===== src/source/pakout_pkg.sv =====
package pakout_pkg;

	// Packet field widths
	localparam int ASZ = 6;
	localparam int DSZ = 8;
	localparam int RSZ = 4;

	// Address this endpoint stamps on every packet and expects back
	localparam logic [ASZ-1:0] DBG_SRC_ADDR = 3;

	// dbg_case values below this one show the source status
	localparam int DBG_MAX_SRC_CASE = 4;

	// Bits covered by the redundancy code padded to whole slices
	localparam int RED_FSZ = 2 * ASZ + DSZ;
	localparam int RED_NSL = (RED_FSZ + RSZ - 1) / RSZ;

	// XOR of all RSZ-bit slices of src, dst and dat
	function automatic logic [RSZ-1:0] calc_redun(
		input logic [ASZ-1:0] src,
		input logic [ASZ-1:0] dst,
		input logic [DSZ-1:0] dat
	);
		logic [RED_NSL*RSZ-1:0] all_bits;
		logic [RSZ-1:0] acc;
		all_bits = '0;
		all_bits[RED_FSZ-1:0] = {src, dst, dat};
		acc = '0;
		for (int i = 0; i < RED_NSL; i++) begin
			acc = acc ^ all_bits[i*RSZ +: RSZ];
		end
		return acc;
	endfunction

endpackage


===== src/source/pak_chnl_if.sv =====
`timescale 1ns/10ps

interface pak_chnl_if;
	import pakout_pkg::*;

	// Four-phase request/acknowledge handshake
	logic req;
	logic ack;

	// Packet fields that stay valid while req is high
	logic [ASZ-1:0] src;
	logic [ASZ-1:0] dst;
	logic [DSZ-1:0] dat;
	logic [RSZ-1:0] red;

	modport sender (
		output req, src, dst, dat, red,
		input  ack
	);

	modport receiver (
		input  req, src, dst, dat, red,
		output ack
	);

endinterface


===== src/source/pakout_src.sv =====
`timescale 1ns/10ps

module pakout_src #(
	parameter int MIN_ADDR = 1,
	parameter int MAX_ADDR = 4
) (
	input  logic                       i_clk,
	input  logic                       reset,
	input  logic                       enable,
	pak_chnl_if.sender                 ch,
	output logic [3:0]                 sent_cnt,
	output logic [pakout_pkg::ASZ-1:0] last_dst
);
	import pakout_pkg::*;

	localparam logic [ASZ-1:0] MIN_A = ASZ'(MIN_ADDR);
	localparam logic [ASZ-1:0] MAX_A = ASZ'(MAX_ADDR);

	logic           busy;
	logic           req;
	logic [ASZ-1:0] nxt_dst;
	logic [DSZ-1:0] dat_cnt;
	logic [ASZ-1:0] dst;
	logic [DSZ-1:0] dat;
	logic [RSZ-1:0] red;

	// Idle -> loaded -> requesting -> back to idle on ack
	always_ff @(posedge i_clk) begin
		if (reset) begin
			busy <= 1'b0;
			req <= 1'b0;
			nxt_dst <= MIN_A;
			dat_cnt <= '0;
			sent_cnt <= '0;
			last_dst <= '0;
		end else if (!busy) begin
			if (enable) begin
				busy <= 1'b1;
				nxt_dst <= (nxt_dst >= MAX_A) ? MIN_A : nxt_dst + 1'b1;
				dat_cnt <= dat_cnt + 1'b1;
			end
		end else if (!req && !ch.ack) begin
			// Wait for the partner to finish the previous handshake
			req <= 1'b1;
		end else if (req && ch.ack) begin
			req <= 1'b0;
			busy <= 1'b0;
			sent_cnt <= sent_cnt + 1'b1;
			last_dst <= dst;
		end
	end

	// Packet fields
	always_ff @(posedge i_clk) begin
		if (!busy && enable) begin
			dst <= nxt_dst;
			dat <= dat_cnt;
			red <= calc_redun(DBG_SRC_ADDR, nxt_dst, dat_cnt);
		end
	end

	assign ch.req = req;
	assign ch.src = DBG_SRC_ADDR;
	assign ch.dst = dst;
	assign ch.dat = dat;
	assign ch.red = red;

endmodule


===== src/source/pakin_fifo.sv =====
`timescale 1ns/10ps

module pakin_fifo #(
	parameter int DEPTH = 4
) (
	input  logic         i_clk,
	input  logic         reset,
	pak_chnl_if.receiver in_ch,
	pak_chnl_if.sender   out_ch
);
	import pakout_pkg::*;

	localparam int AW = $clog2(DEPTH);

	logic [ASZ-1:0] mem_src [DEPTH];
	logic [ASZ-1:0] mem_dst [DEPTH];
	logic [DSZ-1:0] mem_dat [DEPTH];
	logic [RSZ-1:0] mem_red [DEPTH];

	// Extra top bit tells full from empty
	logic [AW:0] wr_ptr;
	logic [AW:0] rd_ptr;

	logic full;
	logic empty;
	logic wr_en;
	logic rd_en;
	logic in_ack;
	logic out_req;

	logic [ASZ-1:0] out_src;
	logic [ASZ-1:0] out_dst;
	logic [DSZ-1:0] out_dat;
	logic [RSZ-1:0] out_red;

	assign empty = (wr_ptr == rd_ptr);
	assign full = (wr_ptr[AW] != rd_ptr[AW]) && (wr_ptr[AW-1:0] == rd_ptr[AW-1:0]);

	// Take a new packet only with free space, otherwise ack is held back
	assign wr_en = in_ch.req && !in_ack && !full;
	// Offer the oldest packet once the last handshake has closed
	assign rd_en = !out_req && !out_ch.ack && !empty;

	always_ff @(posedge i_clk) begin
		if (reset) begin
			wr_ptr <= '0;
			rd_ptr <= '0;
			in_ack <= 1'b0;
			out_req <= 1'b0;
		end else begin
			if (wr_en) begin
				wr_ptr <= wr_ptr + 1'b1;
				in_ack <= 1'b1;
			end else if (in_ack && !in_ch.req) begin
				in_ack <= 1'b0;
			end

			if (rd_en) begin
				rd_ptr <= rd_ptr + 1'b1;
				out_req <= 1'b1;
			end else if (out_req && out_ch.ack) begin
				out_req <= 1'b0;
			end
		end
	end

	always_ff @(posedge i_clk) begin
		if (wr_en) begin
			mem_src[wr_ptr[AW-1:0]] <= in_ch.src;
			mem_dst[wr_ptr[AW-1:0]] <= in_ch.dst;
			mem_dat[wr_ptr[AW-1:0]] <= in_ch.dat;
			mem_red[wr_ptr[AW-1:0]] <= in_ch.red;
		end
		if (rd_en) begin
			out_src <= mem_src[rd_ptr[AW-1:0]];
			out_dst <= mem_dst[rd_ptr[AW-1:0]];
			out_dat <= mem_dat[rd_ptr[AW-1:0]];
			out_red <= mem_red[rd_ptr[AW-1:0]];
		end
	end

	assign in_ch.ack = in_ack;
	assign out_ch.req = out_req;
	assign out_ch.src = out_src;
	assign out_ch.dst = out_dst;
	assign out_ch.dat = out_dat;
	assign out_ch.red = out_red;

endmodule


===== src/source/pakin_chk.sv =====
`timescale 1ns/10ps

module pakin_chk (
	input  logic                       i_clk,
	input  logic                       reset,
	pak_chnl_if.receiver               ch,
	output logic                       err_src,
	output logic                       err_seq,
	output logic                       err_red,
	output logic                       got_pak,
	output logic [pakout_pkg::ASZ-1:0] info_0,
	output logic [pakout_pkg::DSZ-1:0] info_1
);
	import pakout_pkg::*;

	logic           ack;
	logic           take;
	logic           have_base;
	logic [DSZ-1:0] prev_dat;
	logic [DSZ-1:0] exp_dat;
	logic [RSZ-1:0] exp_red;

	assign take = ch.req && !ack;
	assign exp_dat = prev_dat + 1'b1;
	assign exp_red = calc_redun(ch.src, ch.dst, ch.dat);

	// Flags are sticky until reset
	always_ff @(posedge i_clk) begin
		if (reset) begin
			ack <= 1'b0;
			have_base <= 1'b0;
			err_src <= 1'b0;
			err_seq <= 1'b0;
			err_red <= 1'b0;
			got_pak <= 1'b0;
			info_0 <= '0;
			info_1 <= '0;
		end else if (take) begin
			ack <= 1'b1;
			got_pak <= 1'b1;
			have_base <= 1'b1;
			if (ch.src != DBG_SRC_ADDR) begin
				err_src <= 1'b1;
				info_0 <= ch.src;
			end
			// First packet after reset only sets the baseline
			if (have_base && (ch.dat != exp_dat)) begin
				err_seq <= 1'b1;
				info_1 <= ch.dat;
			end
			if (ch.red != exp_red) begin
				err_red <= 1'b1;
			end
		end else if (ack && !ch.req) begin
			ack <= 1'b0;
		end
	end

	// Every packet becomes the next baseline whether good or not
	always_ff @(posedge i_clk) begin
		if (take) begin
			prev_dat <= ch.dat;
		end
	end

	assign ch.ack = ack;

endmodule


===== src/source/dbg_sel.sv =====
`timescale 1ns/10ps

module dbg_sel #(
	parameter int MIN_ADDR = 1,
	parameter int MAX_ADDR = 4
) (
	input  logic                       i_clk,
	input  logic                       reset,
	input  logic [3:0]                 dbg_case,
	input  logic [3:0]                 sent_cnt,
	input  logic [pakout_pkg::ASZ-1:0] last_dst,
	input  logic                       err_src,
	input  logic                       err_seq,
	input  logic                       err_red,
	input  logic                       got_pak,
	input  logic [pakout_pkg::ASZ-1:0] info_0,
	input  logic [pakout_pkg::DSZ-1:0] info_1,
	output logic [3:0]                 dbg_leds,
	output logic [3:0]                 dbg_disp0,
	output logic [3:0]                 dbg_disp1
);
	import pakout_pkg::*;

	localparam logic [ASZ-1:0] MAX_A = ASZ'(MAX_ADDR);

	// Destination window must not be empty
	if (MIN_ADDR > MAX_ADDR) begin : g_bad_window
		$error("dbg_sel: MIN_ADDR above MAX_ADDR");
	end

	logic [3:0] src_leds;
	logic [3:0] src_disp0;
	logic [3:0] src_disp1;
	logic [3:0] snk_leds;
	logic [3:0] snk_disp0;
	logic [3:0] snk_disp1;

	// Source status where disp1 marks the end of the window
	assign src_leds = sent_cnt;
	assign src_disp0 = last_dst[3:0];
	assign src_disp1 = {3'b000, last_dst == MAX_A};

	// Sink status
	assign snk_leds = {err_src, err_seq, err_red, got_pak};
	assign snk_disp0 = info_0[3:0];
	assign snk_disp1 = info_1[3:0];

	always_ff @(posedge i_clk) begin
		if (reset) begin
			dbg_leds <= '0;
			dbg_disp0 <= '0;
			dbg_disp1 <= '0;
		end else if (dbg_case < DBG_MAX_SRC_CASE) begin
			dbg_leds <= src_leds;
			dbg_disp0 <= src_disp0;
			dbg_disp1 <= src_disp1;
		end else begin
			dbg_leds <= snk_leds;
			dbg_disp0 <= snk_disp0;
			dbg_disp1 <= snk_disp1;
		end
	end

endmodule


===== src/source/pakout_top.sv =====
`timescale 1ns/10ps

module pakout_top #(
	parameter int MIN_ADDR = 1,
	parameter int MAX_ADDR = 4,
	parameter int DEPTH = 4
) (
	input  logic                       i_clk,
	input  logic                       reset,
	input  logic                       enable,

	// Output channel
	output logic                       o0_req,
	output logic [pakout_pkg::ASZ-1:0] o0_src,
	output logic [pakout_pkg::ASZ-1:0] o0_dst,
	output logic [pakout_pkg::DSZ-1:0] o0_dat,
	output logic [pakout_pkg::RSZ-1:0] o0_red,
	input  logic                       o0_ack,

	// Input channel
	input  logic                       i0_req,
	input  logic [pakout_pkg::ASZ-1:0] i0_src,
	input  logic [pakout_pkg::ASZ-1:0] i0_dst,
	input  logic [pakout_pkg::DSZ-1:0] i0_dat,
	input  logic [pakout_pkg::RSZ-1:0] i0_red,
	output logic                       i0_ack,

	input  logic [3:0]                 dbg_case,
	output logic [3:0]                 dbg_leds,
	output logic [3:0]                 dbg_disp0,
	output logic [3:0]                 dbg_disp1
);
	import pakout_pkg::*;

	pak_chnl_if out_ch ();
	pak_chnl_if in_ch ();
	pak_chnl_if buf_ch ();

	logic [3:0]     sent_cnt;
	logic [ASZ-1:0] last_dst;
	logic           err_src;
	logic           err_seq;
	logic           err_red;
	logic           got_pak;
	logic [ASZ-1:0] info_0;
	logic [DSZ-1:0] info_1;

	assign o0_req = out_ch.req;
	assign o0_src = out_ch.src;
	assign o0_dst = out_ch.dst;
	assign o0_dat = out_ch.dat;
	assign o0_red = out_ch.red;
	assign out_ch.ack = o0_ack;

	assign in_ch.req = i0_req;
	assign in_ch.src = i0_src;
	assign in_ch.dst = i0_dst;
	assign in_ch.dat = i0_dat;
	assign in_ch.red = i0_red;
	assign i0_ack = in_ch.ack;

	pakout_src #(
		.MIN_ADDR(MIN_ADDR),
		.MAX_ADDR(MAX_ADDR)
	) u_src (
		.i_clk(i_clk),
		.reset(reset),
		.enable(enable),
		.ch(out_ch.sender),
		.sent_cnt(sent_cnt),
		.last_dst(last_dst)
	);

	pakin_fifo #(
		.DEPTH(DEPTH)
	) u_fifo (
		.i_clk(i_clk),
		.reset(reset),
		.in_ch(in_ch.receiver),
		.out_ch(buf_ch.sender)
	);

	pakin_chk u_chk (
		.i_clk(i_clk),
		.reset(reset),
		.ch(buf_ch.receiver),
		.err_src(err_src),
		.err_seq(err_seq),
		.err_red(err_red),
		.got_pak(got_pak),
		.info_0(info_0),
		.info_1(info_1)
	);

	dbg_sel #(
		.MIN_ADDR(MIN_ADDR),
		.MAX_ADDR(MAX_ADDR)
	) u_dbg (
		.i_clk(i_clk),
		.reset(reset),
		.dbg_case(dbg_case),
		.sent_cnt(sent_cnt),
		.last_dst(last_dst),
		.err_src(err_src),
		.err_seq(err_seq),
		.err_red(err_red),
		.got_pak(got_pak),
		.info_0(info_0),
		.info_1(info_1),
		.dbg_leds(dbg_leds),
		.dbg_disp0(dbg_disp0),
		.dbg_disp1(dbg_disp1)
	);

endmodule


===== config.mk =====
export PLATFORM = sky130hd
export DESIGN_NAME = pakout_top
export DESIGN_NICKNAME = d
export VERILOG_FILES = /design/src/source/pakout_pkg.sv /design/src/source/pak_chnl_if.sv /design/src/source/pakout_src.sv /design/src/source/pakin_fifo.sv /design/src/source/pakin_chk.sv /design/src/source/dbg_sel.sv /design/src/source/pakout_top.sv
export SDC_FILE = /design/constraint.sdc
export NUM_CORES = 1
export LEC_CHECK = 0
export ABC_AREA = 1
export BUFFER_PORTS_ARGS = -buffer_cell sky130_fd_sc_hd__buf_2
export CORE_UTILIZATION = 41
export CTS_CLUSTER_SIZE = 14
export DETAILED_ROUTE_END_ITERATION = 6
export PLACE_DENSITY = 0.64
export RECOVER_POWER = 100
export SYNTH_ARGS = -nofsm -noshare
export SYNTH_HDL_FRONTEND = slang
export SYNTH_HIERARCHICAL = 1
export SYNTH_SLANG_ARGS = --single-unit

===== constraint.sdc =====
create_clock -name i_clk -period 3.1 [get_ports i_clk]
set_input_delay 0.62 -clock i_clk [delete_from_list [all_inputs] [get_ports i_clk]]
set_output_delay 0.62 -clock i_clk [all_outputs]
set_load 0.05 [all_outputs]

==> out/qor.yml <==
setup_path:
  required_ps: 3260
  reg2reg_from: "u_fifo/rd_ptr[1]"
  worstSetupPathType: "register to register"
  cpMostUsedCell: "nand2_1"
  cp_slowest_stage_delay_ps: 530
  start_kind: "register"
  cp_top_family: "buffers and inverters"
  crit_fanout: 25
  critPathSlowestCell: "dfxtp_1"
  end_kind: "register"
  setup.worst_path.start: "u_fifo/rd_ptr[1]"
  crit_arrival_ps: 2580
  crit_buf_inv: 2
  path_cells: "inv_1 -> nand2_2 -> nand2_1 -> nand3_4 -> nand2_1 -> nor2_2 -> buf_4"
pwr:
  power_frac_clock_pct: 30.3
  power_mw: 8.08
  power_density_mw_per_mm2: 846
  p_leak_nw: 3.62
  p_seq_share_pct: 46.3
  power_switching_mw: 2.58
  irDropWorstVdd_mv: 0.493
  power.internal_mw: 5.49
  power_frac_comb_pct: 23.4
  swShare_pct: 32.0
place:
  dp_hpwl_um: 9590
  place_worst_setup_slack_ps: 1030
  numPlacedInstances: 1100
  io_buffer_count: 62
  placed_area_mm2: 0.00899
  gp_congestion: 0.725
timing:
  hold_viol: 0
  tns_ps: 0
  report.final.slew_viol_count: 0
  max_freq_ghz: 0.413
  finClkSkew_ps: 8.34
  setup_ws_ps: 681
  period_share_pct: 78.0
  tightest_slew_ps: 1040
  timing.hold.ws_ps: 377
  rsz0062_at_grt: "no"
  relSlewSlack_pct: 30.7
  period_needed_ps: 2420
  setup_viol: 0
die:
  fp-row-count: 52
  die-area_mm2: 0.0212
  die_x_um: 146
  core_area_mm2: 0.0202
  start_util_pct: 41.9
  ios: 71
  chipHeight_um: 146
clock_tree:
  clock_latency_ps: 500
  cts_tree: "done"
  cts_buffer_depth: 3
  htree_levels: 1
  cts.clk_slew.worst_paths_ps: 60
  cts_buffers: 22
  cts_setup_buffers: 0
  ctsResizeCount: 0
  clock-sinks: 205
  hold_buffers: 0
  cts-root-buf: "clkbuf_16"
finish:
  antenna_cells: 0
  final_nets: 900
  post-route-util_pct: 47.2
  final_area_mm2: 0.00955
  area_delta_synth_final_pct: 12.7
  instances_no_fill: 1140
  drive_above_1_share_pct: 7.13
detailed_routing:
  drc: 0
  postRouteAntennaNets: 0
  vias: 5411
  first_pass_iters: 4
  drtIter0Drc: 280
  wl_per_cell_um: 13.4
  vias_per_cell: 4.75
  routed_wl_um: 15200
grt:
  grt_start_max_net_pins: 50
  grt_usage_pct: 14.4
  antenna_found_initial: 0
  grt-ovfl-total: 0
  grt_pass1_wl_um: 24700
  grt_pass1_vias: 5053
synth:
  synth_area_mm2: 0.00847
  syn_avg_cell_area_um2: 10.8
  synthCells: 784
  yosys_warnings: 6
run:
  max_cap_viol_count: 0
worst_hold_path:
  hold_path_class: "input port to register"
  holdCritStartpoint: "i0_dat[1]"
outcome:
  status: "finished, final reports clean"
## sequential cells by signal, summed over array words and instances (netlist names), 6 cells and up
register / flops
u_src/nxt_dst: 6
u_fifo/out_ch.dst: 6
u_src/ch.dst: 6
u_src/last_dst: 6
u_fifo/mem_src: 24
u_src/dat_cnt: 8
u_fifo/mem_red: 16
u_fifo/mem_dst: 24
u_chk/prev_dat: 8
u_fifo/out_ch.dat: 8
u_fifo/mem_dat: 32
u_fifo/out_ch.src: 6
u_src/ch.dat: 8
## worst reg2reg max path, delay by kind of cell, from the launching register on
kind | cells | cell delay, ps
buffers and inverters | 2 | 820
AND/OR/NAND/NOR | 5 | 730
flip-flops | 1 | 530
## routing by layer
| metal | up-vias | track usage, % | share of wire [%] |
|---|---|---|---|
| li1 | 2774 | - | - |
| met1 | 2487 | 19.2 | 48 |
| met2 | 125 | 23.9 | 45 |
| met3 | 25 | 2.66 | 4.8 |
| met4 | 0 | 4.05 | 2.1 |
| met5 | - | 0 | 0 |
## path summary, 6_finish.rpt
| check | slack, ps | end | cells after the start |
|---|---|---|---|
| max | 680 | u_fifo/mem_dat[2][0] | 7 |
| min | 380 | u_fifo/mem_dat[3][1] | 1 |
| max reg2reg | 680 | u_fifo/mem_dat[2][0] | 7 |
| min reg2reg | 430 | u_dbg/dbg_disp1[1] | 2 |
## area by class of cell
type,instances,area (µm²)
clock buffer,27,591
clock inverter,13,88.8
fill,1876,10700
inverter,72,272
multi-input combinational,483,2400
sequential,205,5570
tap,270,338
timing repair buffer,70,293
## power groups by stage
stage                     sequential, mW  combinational (mW)  clock [mW]
after floorplan                     3.83                1.46           0
after global placement              3.79                1.91           0
after detailed placement            3.80                1.95           0
after CTS                           3.75                1.96        2.51
after global routing                3.81                2.17        2.59
final                               3.74                1.89        2.44
## cell usage in the layout, fill, tap and decap left out, types with 3 or more instances in the layout
master	n
xor2_1	10
o22ai_1	24
edfxtp_1	146
nand4_1	4
conb_1	6
a21oi_1	21
nand2_1	123
nor2_4	3
clkinv_1	9
nor2_1	135
dfxtp_1	59
inv_1	69
o21ai_0	75
xnor2_1	9
buf_2	5
clkbuf_16	23
buf_4	6
nand3_1	30
nand3b_1	8
nor2_2	7
ha_1	13
nand2_2	3
clkbuf_1	62
(Power assumes the default switching activity.)
